===== src/design/opn_regmap_pkg.sv =====
package opn_regmap_pkg;

    typedef logic [7:0] reg_addr_t;

    // Global registers, bank 0
    localparam reg_addr_t REG_TESTYM  = 8'h21;
    localparam reg_addr_t REG_LFO     = 8'h22;
    localparam reg_addr_t REG_CLKA1   = 8'h24;
    localparam reg_addr_t REG_CLKA2   = 8'h25;
    localparam reg_addr_t REG_CLKB    = 8'h26;
    localparam reg_addr_t REG_TIMER   = 8'h27;
    localparam reg_addr_t REG_KON     = 8'h28;
    localparam reg_addr_t REG_PCM     = 8'h2A;
    localparam reg_addr_t REG_PCM_EN  = 8'h2B;
    localparam reg_addr_t REG_DACTEST = 8'h2C;
    localparam reg_addr_t REG_CLK_N6  = 8'h2D;
    localparam reg_addr_t REG_CLK_N3  = 8'h2E;
    localparam reg_addr_t REG_CLK_N2  = 8'h2F;

    // Channel 3 special mode frequencies
    localparam reg_addr_t REG_CH3_OP1 = 8'hA9;
    localparam reg_addr_t REG_CH3_OP3 = 8'hA8;
    localparam reg_addr_t REG_CH3_OP2 = 8'hAA;

    // Field widths
    localparam int FNUM_W    = 11;
    localparam int BLOCK_W   = 3;
    localparam int LATCH_W   = 6;   // block plus fnum high bits
    localparam int TIMER_A_W = 10;
    localparam int TIMER_B_W = 8;
    localparam int PCM_W     = 9;

    // Register group hit by the last data write
    typedef enum logic [3:0] {
        GRP_NONE,
        GRP_FNUM_LO,    // A0-A2
        GRP_ALG,        // B0-B2, feedback and algorithm
        GRP_PMS,        // B4-B6
        GRP_DT1,        // 3x
        GRP_TL,         // 4x
        GRP_KS_AR,      // 5x
        GRP_AMEN_DR,    // 6x
        GRP_SR,         // 7x
        GRP_SL_RR,      // 8x
        GRP_SSGEG       // 9x
    } reg_group_e;

endpackage


===== src/design/opn_timing_pkg.sv =====
package opn_timing_pkg;

    // Prescaler setting, 01 and 10 both divide by 3
    typedef enum logic [1:0] {
        DIV_2  = 2'b00,
        DIV_3  = 2'b01,
        DIV_3B = 2'b10,
        DIV_6  = 2'b11
    } div_mode_e;

    localparam div_mode_e DIV_RESET = DIV_6;

    // Prescaler counter, wide enough for the divide-by-6 setting
    localparam int DIV_CNT_W = 3;

    // Busy flag length in synthesis clock enables
    localparam int BUSY_LEN   = 32;
    localparam int BUSY_CNT_W = 5;

endpackage

===== src/design/fm_regs_top.sv =====
`timescale 1ns/1ps

module fm_regs_top import opn_timing_pkg::*, opn_regmap_pkg::*; (
    input  logic                 clk,
    input  logic                 rst,
    input  logic                 cen,
    input  logic [7:0]           din,
    input  logic                 write,
    input  logic [1:0]           addr,
    output logic                 clk_en,
    output logic                 busy,
    output logic                 eg_stop,
    output logic                 pg_stop,
    output logic                 fast_timers,
    output logic                 lfo_en,
    output logic [2:0]           lfo_freq,
    output logic [TIMER_A_W-1:0] value_a,
    output logic [TIMER_B_W-1:0] value_b,
    output logic                 load_a,
    output logic                 load_b,
    output logic                 enable_irq_a,
    output logic                 enable_irq_b,
    output logic                 clr_flag_a,
    output logic                 clr_flag_b,
    output logic                 csm,
    output logic                 effect,
    output logic [PCM_W-1:0]     pcm,
    output logic                 pcm_en,
    output logic                 pcm_wr,
    output logic [FNUM_W-1:0]    fnum_ch3op1,
    output logic [FNUM_W-1:0]    fnum_ch3op2,
    output logic [FNUM_W-1:0]    fnum_ch3op3,
    output logic [BLOCK_W-1:0]   block_ch3op1,
    output logic [BLOCK_W-1:0]   block_ch3op2,
    output logic [BLOCK_W-1:0]   block_ch3op3,
    output logic                 up_keyon,
    output logic [2:0]           up_ch,
    output logic [1:0]           up_op,
    output reg_group_e           up_group
);

    reg_addr_t  sel_reg;
    logic       part;
    logic       data_wr;
    logic [7:0] wr_data;
    div_mode_e  div_mode;

    clk_prescaler u_prescaler (
        .clk      (clk),
        .rst      (rst),
        .cen      (cen),
        .div_mode (div_mode),
        .clk_en   (clk_en)
    );

    bus_write_port u_bus (
        .clk     (clk),
        .rst     (rst),
        .clk_en  (clk_en),
        .din     (din),
        .write   (write),
        .addr    (addr),
        .sel_reg (sel_reg),
        .part    (part),
        .data_wr (data_wr),
        .wr_data (wr_data),
        .busy    (busy)
    );

    global_ctrl_regs u_global (.*);

    ch3_freq_regs u_ch3 (.*);

    update_decoder u_decoder (.*);

endmodule


===== src/design/update_decoder.sv =====
`timescale 1ns/1ps

module update_decoder import opn_regmap_pkg::*; (
    input  logic       clk,
    input  logic       rst,
    input  reg_addr_t  sel_reg,
    input  logic       part,
    input  logic       data_wr,
    output logic       up_keyon,
    output logic [2:0] up_ch,
    output logic [1:0] up_op,
    output reg_group_e up_group
);

    reg_group_e grp;

    always_comb begin
        if (sel_reg[1:0] == 2'b11) begin
            grp = GRP_NONE;     // No fourth channel in a bank
        end else begin
            casez (sel_reg)
                8'hA0, 8'hA1, 8'hA2: grp = GRP_FNUM_LO;
                8'hB0, 8'hB1, 8'hB2: grp = GRP_ALG;
                8'hB4, 8'hB5, 8'hB6: grp = GRP_PMS;
                8'h3?:   grp = GRP_DT1;
                8'h4?:   grp = GRP_TL;
                8'h5?:   grp = GRP_KS_AR;
                8'h6?:   grp = GRP_AMEN_DR;
                8'h7?:   grp = GRP_SR;
                8'h8?:   grp = GRP_SL_RR;
                8'h9?:   grp = GRP_SSGEG;
                default: grp = GRP_NONE;
            endcase
        end
    end

    always_ff @(posedge clk) begin
        if (rst) begin
            up_keyon <= 1'b0;
            up_ch    <= '0;
            up_op    <= '0;
            up_group <= GRP_NONE;
        end else if (data_wr) begin
            up_keyon <= (sel_reg == REG_KON) && !part;
            up_ch    <= {part, sel_reg[1:0]};
            up_op    <= sel_reg[3:2];   // Slot order S1 S3 S2 S4
            up_group <= grp;
        end
    end

endmodule


===== src/design/ch3_freq_regs.sv =====
`timescale 1ns/1ps

module ch3_freq_regs import opn_regmap_pkg::*; (
    input  logic               clk,
    input  logic               rst,
    input  reg_addr_t          sel_reg,
    input  logic               data_wr,
    input  logic [7:0]         wr_data,
    output logic [FNUM_W-1:0]  fnum_ch3op1,
    output logic [FNUM_W-1:0]  fnum_ch3op2,
    output logic [FNUM_W-1:0]  fnum_ch3op3,
    output logic [BLOCK_W-1:0] block_ch3op1,
    output logic [BLOCK_W-1:0] block_ch3op2,
    output logic [BLOCK_W-1:0] block_ch3op3
);

    // One latch shared by every channel's fnum high write
    logic [LATCH_W-1:0] latch_fnum;

    always_ff @(posedge clk) begin
        if (rst) begin
            latch_fnum   <= '0;
            fnum_ch3op1  <= '0;
            fnum_ch3op2  <= '0;
            fnum_ch3op3  <= '0;
            block_ch3op1 <= '0;
            block_ch3op2 <= '0;
            block_ch3op3 <= '0;
        end else if (data_wr) begin
            case (sel_reg)
                REG_CH3_OP1: {block_ch3op1, fnum_ch3op1} <= {latch_fnum, wr_data};
                REG_CH3_OP3: {block_ch3op3, fnum_ch3op3} <= {latch_fnum, wr_data};
                REG_CH3_OP2: {block_ch3op2, fnum_ch3op2} <= {latch_fnum, wr_data};
                8'hA4, 8'hA5, 8'hA6,
                8'hAC, 8'hAD, 8'hAE: latch_fnum <= wr_data[LATCH_W-1:0];
                default: ;
            endcase
        end
    end

endmodule


===== src/design/global_ctrl_regs.sv =====
`timescale 1ns/1ps

module global_ctrl_regs import opn_timing_pkg::*, opn_regmap_pkg::*; (
    input  logic                 clk,
    input  logic                 rst,
    input  logic                 clk_en,
    input  reg_addr_t            sel_reg,
    input  logic                 part,
    input  logic                 data_wr,
    input  logic [7:0]           wr_data,
    output div_mode_e            div_mode,
    output logic                 eg_stop,
    output logic                 pg_stop,
    output logic                 fast_timers,
    output logic                 lfo_en,
    output logic [2:0]           lfo_freq,
    output logic [TIMER_A_W-1:0] value_a,
    output logic [TIMER_B_W-1:0] value_b,
    output logic                 load_a,
    output logic                 load_b,
    output logic                 enable_irq_a,
    output logic                 enable_irq_b,
    output logic                 clr_flag_a,
    output logic                 clr_flag_b,
    output logic                 csm,
    output logic                 effect,
    output logic [PCM_W-1:0]     pcm,
    output logic                 pcm_en,
    output logic                 pcm_wr
);

    always_ff @(posedge clk) begin
        if (rst) begin
            div_mode     <= DIV_RESET;
            eg_stop      <= 1'b0;
            pg_stop      <= 1'b0;
            fast_timers  <= 1'b0;
            lfo_en       <= 1'b0;
            lfo_freq     <= '0;
            value_a      <= '0;
            value_b      <= '0;
            load_a       <= 1'b0;
            load_b       <= 1'b0;
            enable_irq_a <= 1'b0;
            enable_irq_b <= 1'b0;
            clr_flag_a   <= 1'b0;
            clr_flag_b   <= 1'b0;
            csm          <= 1'b0;
            effect       <= 1'b0;
            pcm          <= '0;
            pcm_en       <= 1'b0;
            pcm_wr       <= 1'b0;
        end else if (data_wr) begin
            // Global control lives in bank 0 only
            if (!part) begin
                case (sel_reg)
                    REG_TESTYM: begin
                        eg_stop     <= wr_data[5];
                        pg_stop     <= wr_data[3];
                        fast_timers <= wr_data[2];
                    end
                    REG_LFO:   {lfo_en, lfo_freq} <= wr_data[3:0];
                    REG_CLKA1: value_a[9:2] <= wr_data;         // Timer A high part
                    REG_CLKA2: value_a[1:0] <= wr_data[1:0];
                    REG_CLKB:  value_b <= wr_data;
                    REG_TIMER: begin
                        effect <= |wr_data[7:6];
                        csm    <= wr_data[7:6] == 2'b10;
                        {clr_flag_b, clr_flag_a} <= wr_data[5:4];
                        {enable_irq_b, enable_irq_a} <= wr_data[3:2];
                        {load_b, load_a} <= wr_data[1:0];
                    end
                    // Prescaler, writes set or clear mode bits
                    REG_CLK_N6: div_mode <= div_mode_e'({1'b1, div_mode[0]});
                    REG_CLK_N3: div_mode <= div_mode_e'({div_mode[1], 1'b1});
                    REG_CLK_N2: div_mode <= DIV_2;
                    default: ;
                endcase
            end

            // DAC registers
            case (sel_reg)
                REG_PCM:     pcm <= {~wr_data[7], wr_data[6:0], 1'b1};  // Offset binary
                REG_DACTEST: pcm[0] <= wr_data[3];
                REG_PCM_EN:  pcm_en <= wr_data[7];
                default: ;
            endcase
            pcm_wr <= sel_reg == REG_PCM;
        end else if (clk_en) begin
            // One-shot bits end at the next synthesis enable
            clr_flag_a <= 1'b0;
            clr_flag_b <= 1'b0;
            pcm_wr     <= 1'b0;
        end
    end

endmodule


===== src/design/bus_write_port.sv =====
`timescale 1ns/1ps

module bus_write_port import opn_timing_pkg::*, opn_regmap_pkg::*; (
    input  logic       clk,
    input  logic       rst,
    input  logic       clk_en,
    input  logic [7:0] din,
    input  logic       write,
    input  logic [1:0] addr,
    output reg_addr_t  sel_reg,
    output logic       part,
    output logic       data_wr,
    output logic [7:0] wr_data,
    output logic       busy
);

    logic                  write_q;
    logic [BUSY_CNT_W-1:0] busy_cnt;
    logic                  data_edge;

    // Data phase of the bus
    assign data_wr = write && addr[0];
    assign wr_data = din;

    // Only a fresh data write starts the busy period
    assign data_edge = !write_q && write && addr[0];

    always_ff @(posedge clk) begin
        if (rst) begin
            sel_reg <= '0;
            part    <= 1'b0;
        end else if (write && !addr[0]) begin
            sel_reg <= din;
            part    <= addr[1];     // Bank select
        end
    end

    always_ff @(posedge clk) begin
        if (rst)
            write_q <= 1'b0;
        else
            write_q <= write;
    end

    always_ff @(posedge clk) begin
        if (rst) begin
            busy     <= 1'b0;
            busy_cnt <= '0;
        end else if (data_edge) begin
            busy     <= 1'b1;
            busy_cnt <= '0;
        end else if (clk_en) begin
            if (busy_cnt == BUSY_CNT_W'(BUSY_LEN - 1))
                busy <= 1'b0;
            busy_cnt <= busy_cnt + 1'b1;    // Wraps after 32
        end
    end

endmodule


===== src/design/clk_prescaler.sv =====
`timescale 1ns/1ps

module clk_prescaler import opn_timing_pkg::*; (
    input  logic      clk,
    input  logic      rst,
    input  logic      cen,
    input  div_mode_e div_mode,
    output logic      clk_en
);

    logic [DIV_CNT_W-1:0] cnt;
    logic [DIV_CNT_W-1:0] last;
    div_mode_e            mode_q;   // Mode seen on the previous cycle

    always_comb begin
        case (div_mode)
            DIV_2:         last = DIV_CNT_W'(1);
            DIV_3, DIV_3B: last = DIV_CNT_W'(2);
            default:       last = DIV_CNT_W'(5);
        endcase
    end

    // No pulse on the cycle the mode switches
    assign clk_en = cen && (cnt == last) && (div_mode == mode_q);

    always_ff @(posedge clk) begin
        if (rst) begin
            cnt    <= '0;
            mode_q <= DIV_RESET;
        end else begin
            mode_q <= div_mode;
            if (div_mode != mode_q)
                cnt <= '0;  // Restart on a new division
            else if (cen)
                cnt <= (cnt == last) ? '0 : cnt + 1'b1;
        end
    end

endmodule


===== config.mk =====
export PLATFORM = sky130hd
export DESIGN_NAME = fm_regs_top
export DESIGN_NICKNAME = d
export VERILOG_FILES = /design/src/design/opn_regmap_pkg.sv /design/src/design/opn_timing_pkg.sv /design/src/design/fm_regs_top.sv /design/src/design/update_decoder.sv /design/src/design/ch3_freq_regs.sv /design/src/design/global_ctrl_regs.sv /design/src/design/bus_write_port.sv /design/src/design/clk_prescaler.sv
export SDC_FILE = /design/constraint.sdc
export NUM_CORES = 1
export LEC_CHECK = 0
export BUFFER_PORTS_ARGS = -buffer_cell sky130_fd_sc_hd__buf_2
export CELL_PAD_IN_SITES_DETAIL_PLACEMENT = 0
export CELL_PAD_IN_SITES_GLOBAL_PLACEMENT = 1
export CORE_UTILIZATION = 30
export CTS_CLUSTER_DIAMETER = 200
export DETAILED_ROUTE_END_ITERATION = 10
export GPL_ROUTABILITY_DRIVEN = 0
export PLACE_DENSITY_LB_ADDON = 0.1
export REMOVE_ABC_BUFFERS = 1
export SLEW_MARGIN = 0
export SYNTH_ARGS = -nofsm -noshare
export SYNTH_HDL_FRONTEND = slang
export SYNTH_SLANG_ARGS = --single-unit

===== constraint.sdc =====
create_clock -name clk -period 2.4 [get_ports clk]
set_clock_uncertainty 0.05 [all_clocks]
set_input_delay 0.48 -clock clk [delete_from_list [all_inputs] [get_ports clk]]
set_output_delay 0.48 -clock clk [all_outputs]
set_load 0.1 [all_outputs]

### After elaboration in Yosys (flattened, before gate mapping)

Index checks and enable logic that the tools add are counted.

| word-level totals | value |
|---|---|
| bits in registers | 125 |
| input bits | 14 |
| output and inout port bits | 98 |
| word-level logic and storage cells | 153 |

| cells by class | value |
|---|---|
| add/subtract/negate cells | 2 |
| equality and inequality tests | 48 |
| multiplexer cells | 17 |
| bitwise operators | 4 |
| reductions and logical operators | 42 |

Operator list:

| operator | number |
|---|---|
| equality test 8 bit (second input constant) | 18 |
| equality test 8 x 6 -> 1 bit (second input constant) | 13 |
| case mux 4 bit (10 select lines) | 1 |
| AND reduction 3 bit | 7 |
| equality test 4 x 3 -> 1 bit (second input constant) | 4 |
| AND reduction 2 bit | 8 |
| nonzero test 2 bit | 6 |
| 2-to-1 mux 1 bit | 11 |
| OR reduction 3 bit | 3 |
| equality test 4 bit (second input constant) | 2 |
| AND reduction 4 bit | 2 |
| OR reduction 2 bit | 4 |
| logical AND 1 bit | 7 |
| equality test 2 bit (second input constant) | 3 |
| case mux 2 bit (3 select lines) | 1 |
| case mux 3 bit (2 select lines) | 1 |
| OR reduction 6 bit | 1 |
| adder 5 x 1 -> 5 bit (second input constant) | 1 |
| equality test 5 bit (second input constant) | 1 |
| equality test 4 x 2 -> 1 bit (second input constant) | 1 |
| 2-to-1 mux 4 bit | 1 |
| NOT 1 bit | 4 |
| adder 3 x 1 -> 3 bit (second input constant) | 1 |
| equality test 3 bit | 1 |
| other kinds (9) | 11 |

### Logic depth before layout (Yosys ltp)

Gate-level depths: netlist of the first run.

| depth | value |
|---|---|
| depth after elaboration | 8 |
| mapped depth | 7 |
| depth with buffers taken out | 5 |

### Hierarchy

From an unflattened synthesis of the first run, not the netlist that was laid out.

| unflattened totals | value |
|---|---|
| cell total of the unflattened synthesis | 527 |
| area total of the unflattened synthesis | 5382.7 um2 |

Modules (own cells, without submodules):

| module | times used | cells each | area an instance (um2) |
|---|---|---|---|
| global_ctrl_regs | 1 | 197 | 2021.9 |
| ch3_freq_regs | 1 | 172 | 1953.1 |
| bus_write_port | 1 | 79 | 673.1 |
| update_decoder | 1 | 55 | 478.0 |
| clk_prescaler | 1 | 24 | 256.5 |

### Worst setup path before layout of the first run

Ideal clock, no wire load.

| path | value |
|---|---|
| kind | flip-flop to output port |
| start | register u_global.div_mode[0] |
| end | output port clk_en |
| data arrival time | 2.454 ns |
| required time | 1.870 ns |
| slack | -0.584 ns |
| cell stages (with the launch flop) | 5 |
| cells stage by stage | dfxtp_1 > ha_1 > nor3b_1 > o211ai_1 > nor2_1 |

| between the ends | value |
|---|---|
| word-level cells in the longest chain between the ends | 6 |
| elaborated cells between the ends (all ways) | 9 |

Ends and longest elaborated chain:

| item | RTL line | text |
|---|---|---|
| from (decl) | global_ctrl_regs.sv:11 | `output div_mode_e div_mode,` |
| from (signal assigned) | global_ctrl_regs.sv:74 | `REG_CLK_N6: div_mode <= div_mode_e'({1'b1, div_mode[0]});` |
| from (signal assigned) | global_ctrl_regs.sv:75 | `REG_CLK_N3: div_mode <= div_mode_e'({div_mode[1], 1'b1});` |
| equality test 2 x 1 -> 1 bit or equality test 2 bit (tied branches) | clk_prescaler.sv:16 | `case (div_mode)` |
| OR reduction 2 bit | clk_prescaler.sv:16 |  |
| case mux 3 bit (2 select lines) | clk_prescaler.sv:16 |  |
| equality test 3 bit | clk_prescaler.sv:24 | `assign clk_en = cen && (cnt == last) && (div_mode == mode_q);` |
| logical AND 1 bit | clk_prescaler.sv:24 |  |
| logical AND 1 bit * | clk_prescaler.sv:24 |  |
| to (decl) | fm_regs_top.sv:10 | `output logic clk_en,` |

Mark *: on every way between the ends. The rest lies on a longest branch, timed or not.

### Final worst setup path of the first run

| path | value |
|---|---|
| start | register u_global.div_mode[1] |
| end | output port clk_en |

Same word-level chain as after synthesis.

==> metrics.md, run 1 <==
| Metric | Value |
|---|---|
| Via count normalized by instance count | 4.67 |
| Antenna Diode Count | 0 |
| Worst reg2reg setup slack | 0.21 ns |
| DP Cell Count | 843 |
| Area growth from synthesis to final layout | 32.2% |
| I/O Pins | 112 |
| Std cell rows | 46 |
| Sum of met2 wire segment lengths after detailed routing | 6750 um |
| Area fraction of the dominant cell type after synthesis | 0.499 |
| Reg power frac | 0.413 |
| Most common cell after layout, fill and taps aside | dfxtp_1 |
| Latest clock arrival within the worst-skew pair | 0.41 ns |
| Final period demand of the worst path | 2.35 ns |
| Hpwl dp | 9550 um |
| Worst min path class | in2reg |
| Count of antenna-violating nets left after detailed routing | 0 |
| Seq/Total Area, Yosys | 0.499 |
| DRC violations left | 0 |
| Post-detailed-routing wire length | 14,100 um |
| Maximum resistive drop on vdd | 0.467 mV |
| WP data arrival | 1.82 ns |
| Core utilization of the finished layout | 0.412 |
| Gr usage total | 0.172 |
| Routed wirelength normalized by instance count | 16.1 um |
| Maximum fanout along the worst path | 4 |
| Origin of the critical flop-to-flop path | u_bus.sel_reg[7] |
| Count of unique library cells instantiated by Yosys | 50 |
| Worst hold slack across all endpoints | 0.261 ns |
| Number of max-slew violations in the final report | 0 |
| Avg Inst Size Synth | 9.45 sq um |
| Die height | 131 um |
| Number of global-route vias before repair | 4,102 |
| Area used by sequential logic in the layout | 2510 sq um |
| Number of synthesized register bits | 125 |
| Layout cells sized above 1 | 0.283 |
| Warnings from Yosys | 0 |
| Max-cap viol count | 0 |
| Crit. End Element | output pin |
| Largest area contributor in the synthesized netlist | dfxtp_1 |
| Remaining Overflow, GRT | 0 |
| Run status | complete, no violations |
| Drt pass-1 iters | 7 |
| Global-route wire length before repair | 22,700 um |
| Largest cells by area after synthesis | dfxtp_1, mux2i_1, nor2_1, nand2_1, a21oi_1 |
| Count of vias placed by the detailed router | 4,088 |
| Die footprint | 17,300 sq um |
| Number of cell instances on the worst register-to-register path | 4 |
| Commonest cells after routing, fill and taps aside | dfxtp_1, buf_2, nor2_1 |
| Switching share of power | 0.215 |
| Endpoint of the worst-slack reg-to-reg timing path | u_global.effect |
| Nature of the critical path startpoint | register |
| Die Wd | 131 um |
| Switching power of the nets | 1.10 mW |
| Internal power consumption | 4.01 mW |
| Static leakage power | 2.91 nW |
| Post-synthesis instance area | 5020 sq um |
| Met1 Wirelength | 6490 um |
| TritonCTS clock tree | built |
| Number of buffers inserted during clock tree synthesis | 17 |
| Number of enable-type register cells in the synthesized netlist | 0 |
| F_max | 425 MHz |
| Footprint of the multi-input gates | 2340 sq um |
| Number of standard cells in the final layout excluding fillers | 876 |
| Clock slew at reported path FFs | 0.06 ns |
| Setup Viol. Count Final | 0 |
| Post-route fraction of the period consumed by the critical path | 0.979 |
| Endpoints failing hold | 0 |
| Async set-or-reset flop fraction in the synthesized netlist | 0 |
| Clock tree root buffer cell | clkbuf_16 |
| Number of cells on the worst hold path | 3 |
| Pin count of the biggest net entering global routing | 44 |
| Drt initial violations | 152 |
| Worst endpoint required time | 1.87 ns |
| Initial antenna violation count | 0 |
| Total number of clock tree sinks | 125 |
| Transition time at the pin with the least slew margin | 0.566 ns |
| Leading register cell type out of synthesis | dfxtp_1 |
| Worst Hold End | u_bus.part |
| Biggest regs | u_ch3.fnum_ch3op1 x11, u_ch3.fnum_ch3op2 x11, u_ch3.fnum_ch3op3 x11 |
| Worst hold path startpoint | addr[1] |
| Total power divided by cell area | 769 nW/um^2 |
| Number of standard cells after synthesis | 531 |
| Total chip power | 5.10 mW |
| Power share of the combinational group | 0.046 |
| Detailed route wirelength on metal3 | 777 um |
| Category of the critical setup timing path | reg2out |
| Top Layer Used | met4 |
| Floorplan Core Area | 16,100 sq um |
| Slew HR | 0.619 |
| # H-tree levels | 4 |
| Largest buffer count on any clock path | 2 |
| Count of filler cells inserted in the layout | 1,645 |
| Initial Utilization | 0.311 |
| Nets@finish | 666 |
| Buffers on Ports | 111 |
| Share of power burned in the clock network | 0.542 |
-- cell families (layout without fill, tap and decap cells) --
logic type                 count (synthesis)  in the layout  synth area share
adders and majority gates                  4              4           0.00997
muxes                                     82             82             0.164
xor gates and xnor gates                   6              6            0.0105
and+or+nand+nor                          209            209             0.208
AOI/OAI and AO/OA                         55             55            0.0651
buffers and inverters                     50            179            0.0446
DFF                                      125            125             0.499
-- cells in the mapped netlist (2+ instances only) --
cell	instances
dfxtp_1	125
nor2_1	100
mux2i_1	82
nand2_1	43
clkbuf_1	33
a21oi_1	29
o21ai_0	8
nand2b_1	7
inv_1	6
nand3b_1	6
nor3_1	6
nand3_1	5
nor2b_1	5
nor4_2	5
xnor2_1	5
buf_2	4
ha_1	4
nand4_1	4
or4_1	4
a211oi_1	3
and3b_1	3
buf_6	3
nor4_1	3
or2_2	3
a211o_1	2
a22oi_1	2
and2_1	2
buf_4	2
nor4_4	2
o211ai_1	2
o22ai_1	2
o31ai_1	2
or3_1	2
-- how the worst max path moves through the flow --
stage                                endpoint  cells after the start                  from  slack [ns]
final                                  clk_en                      6  u_global.div_mode[1]        0.05
after global routing                   clk_en                      6  u_global.div_mode[1]       -0.03
after CTS                              clk_en                      6  u_global.div_mode[1]        0.03
after detailed placement  u_global.value_b[4]                      5               addr[0]        0.13
after global placement    u_global.value_b[6]                      5               addr[0]        0.16
after floorplan                        clk_en                      4  u_global.div_mode[0]       -0.58
-- critical path: stages, from the launching register on --
cell      delay, ns
dfxtp_4        0.36
ha_4           0.24
and3b_1        0.19
o211ai_1       0.23
nor2_1         0.07
buf_4          0.16
buf_12         0.16
-- power groups by stage --
stage	Sequential, mW	Clock [mW]	Combinational [mW]
after floorplan	2.18	0	0.0701
after global routing	2.11	2.93	0.255
after CTS	2.11	2.83	0.237
after global placement	2.15	0	0.231
final	2.11	2.76	0.233
after detailed placement	2.15	0	0.235
-- repair_timing --
item / 4_1_cts / 5_1_grt
gates resized for setup: 4 / 1
hold buffers: 0 / 0
setup endpoints to repair: 1 / 1
pin swaps: 2 / 1
buffers inserted: 0 / 2
hold endpoints to repair: 0 / 0
-- per-layer routing --
layer  vias to the layer above  global-route usage
met4                         0              0.0504
li1                       2045                   -
met1                      1953               0.209
met5                         -                   0
met3                         6              0.0590
met2                        84               0.284
-- stage by stage --
step | setup WS (ns) | area (sq um) | TNS (ns)
2_1_floorplan | -0.584 | 4820 | -3.89
3_3_place_gp | 0.155 | 5960 | 0
3_5_place_dp | 0.131 | 5960 | 0
4_1_cts | 0.0260 | 6620 | 0
5_1_grt | -0.0325 | 6640 | -0.0325
6_report | 0.0492 | 6640 | 0
-- cell type report --
cell class,instances,area share
Inverter,6,0.00339
Timing Repair Buffer,142,0.129
Tap cell,216,0.0407
Sequential cell,125,0.378
Clock buffer,22,0.0730
Clock inverter,9,0.0239
Multi-Input combinational cell,356,0.352
(Power assumes the default switching activity.)
==> inputs of run 2 (changes only) <==
--- a/config.mk
+++ b/config.mk
@@ -5,6 +5,7 @@
 export SDC_FILE = /design/constraint.sdc
 export NUM_CORES = 1
 export LEC_CHECK = 0
+export ABC_AREA = 1
 export BUFFER_PORTS_ARGS = -buffer_cell sky130_fd_sc_hd__buf_2
 export CELL_PAD_IN_SITES_DETAIL_PLACEMENT = 0
 export CELL_PAD_IN_SITES_GLOBAL_PLACEMENT = 1
==> run 2 against run 1 <==
Flip-flop and latch count unchanged. Synthesized cell count increased by 11%. Die area decreased by 1.2%. Cell count increased by 6.3%. Utilization decreased by 2.1 points. Critical path depth increased by 3. Critical path type unchanged. Largest cell class unchanged. Largest power group unchanged.
==> metrics.md, run 2 <==
| Metric | Value |
|---|---|
| Max-cap viol count | 0 (unchanged) |
| Area growth from synthesis to final layout | 26.2% |
| Leading cell type by number of instances after synthesis | dfxtp_1 |
| Initial Utilization | 0.310 (-0.00151) |
| Total Negative Setup Slacks | 0 ns (unchanged) |
| Post-Place Cell Area | 5680 sq um (-4.6%) |
| Biggest regs | u_ch3.fnum_ch3op1 x11, u_ch3.fnum_ch3op2 x11, u_ch3.fnum_ch3op3 x11 |
| Async set-or-reset flop fraction in the synthesized netlist | 0 (unchanged) |
| Post-layout worst setup margin | 0.144 ns (+0.0949 ns) |
| Die Wd | 131 um (-0.59%) |
| Largest cells by area after synthesis | dfxtp_1, o21ai_0, a21oi_1, nor2_1, nand2_1 |
| Std cell rows | 46 (unchanged) |
| Global-route wire length before repair | 21,400 um (-5.7%) |
| Area fraction of the dominant cell type after synthesis | 0.505 (+0.00604) |
| Static leakage power | 2.82 nW (-3.1%) |
| Post-detailed-routing wire length | 13,900 um (-1.8%) |
| Number of max-slew violations in the final report | 0 (unchanged) |
| Seq/Total Area, Yosys | 0.505 (+0.00604) |
| Gr usage total | 0.170 (-0.00116) |
| Worst setup path startpoint | u_global.div_mode[1] |
| Die height | 131 um (-0.59%) |
| Slew HR | 0.655 (+0.0355) |
| Nets@finish | 720 (+8.1%) |
| DP Cell Count | 898 (+6.5%) |
| Number of enable-type register cells in the synthesized netlist | 0 (unchanged) |
| Avg Inst Size Synth | 8.41 sq um (-11%) |
| Transition time at the pin with the least slew margin | 0.515 ns (-0.0512 ns) |
| Count of antenna-violating nets left after detailed routing | 0 (unchanged) |
| Largest buffer count on any clock path | 2 (unchanged) |
| Clock tree root buffer cell | clkbuf_16 |
| Clock slew at reported path FFs | 0.05 ns (about the same) |
| Run status | complete, no violations |
| Number of global-route vias before repair | 3,949 (-3.7%) |
| Buffers on Ports | 111 (unchanged) |
| Setup Slack @ Placement | 0.311 ns (+0.180 ns) |
| Number of buffers inserted during clock tree synthesis | 17 (unchanged) |
| Drt pass-1 iters | 4 (-3) |
| DRC violations left | 0 (unchanged) |
| Most frequent cells after synthesis | dfxtp_1, o21ai_0, nor2_1 |
| Number of synthesized register bits | 125 (unchanged) |
| Total number of clock tree sinks | 125 (unchanged) |
| Worst endpoint required time | 1.87 ns (about the same) |
| Category of the critical setup timing path | reg2out |
| Worst min path class | in2reg |
| Total power divided by cell area | 777 nW/um^2 (+1.1%) |
| F_max | 443 MHz (+4.2%) |
| Floorplan Core Area | 16,000 sq um (-0.71%) |
| Initial antenna violation count | 1 (+1) |
| Nature of the critical path startpoint | register |
| Core utilization of the finished layout | 0.391 (-0.0206) |
| Drt initial violations | 196 (+29%) |
| Maximum fanout along the worst path | 5 (+1) |
| Hpwl dp | 9570 um (+0.13%) |
| Number of standard cells in the final layout excluding fillers | 931 (+6.3%) |
| Pin count of the biggest net entering global routing | 80 (+82%) |
| Origin of the critical flop-to-flop path | u_bus.sel_reg[0] |
| Die footprint | 17,100 sq um (-1.2%) |
| WP data arrival | 1.73 ns (-0.09 ns) |
| Maximum resistive drop on vdd | 0.466 mV (-0.16%) |
| Crit. End Element | output pin |
| Via count normalized by instance count | 4.59 (-1.6%) |
| # H-tree levels | 4 (unchanged) |
| Latest clock arrival within the worst-skew pair | 0.42 ns (about the same) |
| Post-route fraction of the period consumed by the critical path | 0.940 (-0.0395) |
| I/O Pins | 112 (unchanged) |
| Leading register cell type out of synthesis | dfxtp_1 |
| Antenna Diode Count | 0 (unchanged) |
| TritonCTS clock tree | built |
| Warnings from Yosys | 0 (unchanged) |
| Count of unique library cells instantiated by Yosys | 36 (-28%) |
| Commonest cells after routing, fill and taps aside | dfxtp_1, buf_2, o21ai_0 |
| Final Cell Area | 6260 sq um (-5.7%) |
| Worst hold path startpoint | addr[1] |
| Most common cell after layout, fill and taps aside | dfxtp_1 |
| Largest area contributor in the synthesized netlist | dfxtp_1 |
| Unrepaired setup endpoints after global routing | no |
| Layout cells sized above 1 | 0.276 (-0.00781) |
| Number of cell instances on the worst register-to-register path | 5 (+1) |
| Post-synthesis instance area | 4960 sq um (-1.2%) |
| Final period demand of the worst path | 2.26 ns (-0.0949 ns) |
| Setup Viol. Count Final | 0 (unchanged) |
| Routed wirelength normalized by instance count | 14.9 um (-7.6%) |
| Remaining Overflow, GRT | 0 (unchanged) |
| Endpoints failing hold | 0 (unchanged) |
| Count of filler cells inserted in the layout | 1,705 (+3.6%) |
| Number of cells on the worst hold path | 3 (unchanged) |
| Number of standard cells after synthesis | 590 (+11%) |
| Count of vias placed by the detailed router | 4,273 (+4.5%) |
-- run 2: cell count changes after synthesis, moves of 10 or more --
cell,before,now
nor2_1,100,80
o21ai_0,8,81
mux2i_1,82,0
nand3_1,5,17
a211oi_1,3,22
a21oi_1,29,70
nand2_1,43,53
clkbuf_1,33,10
inv_1,6,46
-- run 2: report_power, final --
part / switching (mW) / internal (mW) / leakage [nW]
clock network: 0.945 / 1.51 / 0.274
registers: 0.0245 / 2.10 / 1.01
logic: 0.227 / 0.0636 / 1.53
-- run 2: critical path, stage by stage (launching register included) --
cell and delay, ns:
dfxtp_1 0.33, ha_1 0.31, inv_1 0.06, nand2_1 0.04, nand2_1 0.05, nand2_1 0.05
nor2_2 0.11, nand2_2 0.09, inv_4 0.10, buf_12 0.17
-- run 2: metal layers --
metal / part of all wire / global-route usage / wire length, um
met1: 0.46 / 0.210 / 6330
met2: 0.47 / 0.271 / 6560
met3: 0.056 / 0.0594 / 775
met4: 0.013 / 0.0696 / 184
met5: 0.00058 / 0 / 8
-- run 2: logic make-up (layout without fill, tap and decap cells) --
logic type                 Yosys count  after routing  share of synthesized area
and+or+nand+nor                    187            187                      0.190
AOI/OAI and AO/OA                  182            182                      0.202
DFF                                125            125                      0.505
buffers and inverters               89            214                     0.0878
adders and majority gates            4              4                     0.0101
xor gates and xnor gates             3              3                    0.00530
-- run 2: path summary, 6_finish.rpt --
path / end / slack [ns]
worst max-delay path: clk_en / 0.14
worst min-delay path: u_bus.part / 0.25
worst max register to register: u_ch3.fnum_ch3op1[8] / 0.62
worst min register to register: u_ch3.block_ch3op1[0] / 0.39
-- run 2: area by class of cell --
| cell class | instances | area (sq um) | share of cell area |
|---|---|---|---|
| inverter | 62 | 244 | 0.0390 |
| sequential | 125 | 2500 | 0.400 |
| multi-input combinational | 376 | 2030 | 0.324 |
| clock buffer | 23 | 478 | 0.0764 |
| tap | 216 | 270 | 0.0432 |
| clock inverter | 9 | 86.3 | 0.0138 |
| timing repair buffer | 120 | 651 | 0.104 |
-- run 2: timing repair --
action	in CTS	in global routing
endpoints found under the hold margin	0	0
hold buffers	0	0
setup buffers	1	0
pin swaps	0	2
endpoints found under the setup margin	1	1
resized for setup	3	2
-- run 2: stage by stage --
step | power [mW] | hold WS (ns)
5_1_grt | 5.04 | 0.247
6_report | 4.87 | 0.249
4_1_cts | 4.93 | 0.235
3_3_place_gp | 2.46 | 0.380
3_5_place_dp | 2.46 | 0.385
2_1_floorplan | 2.36 | 0.387
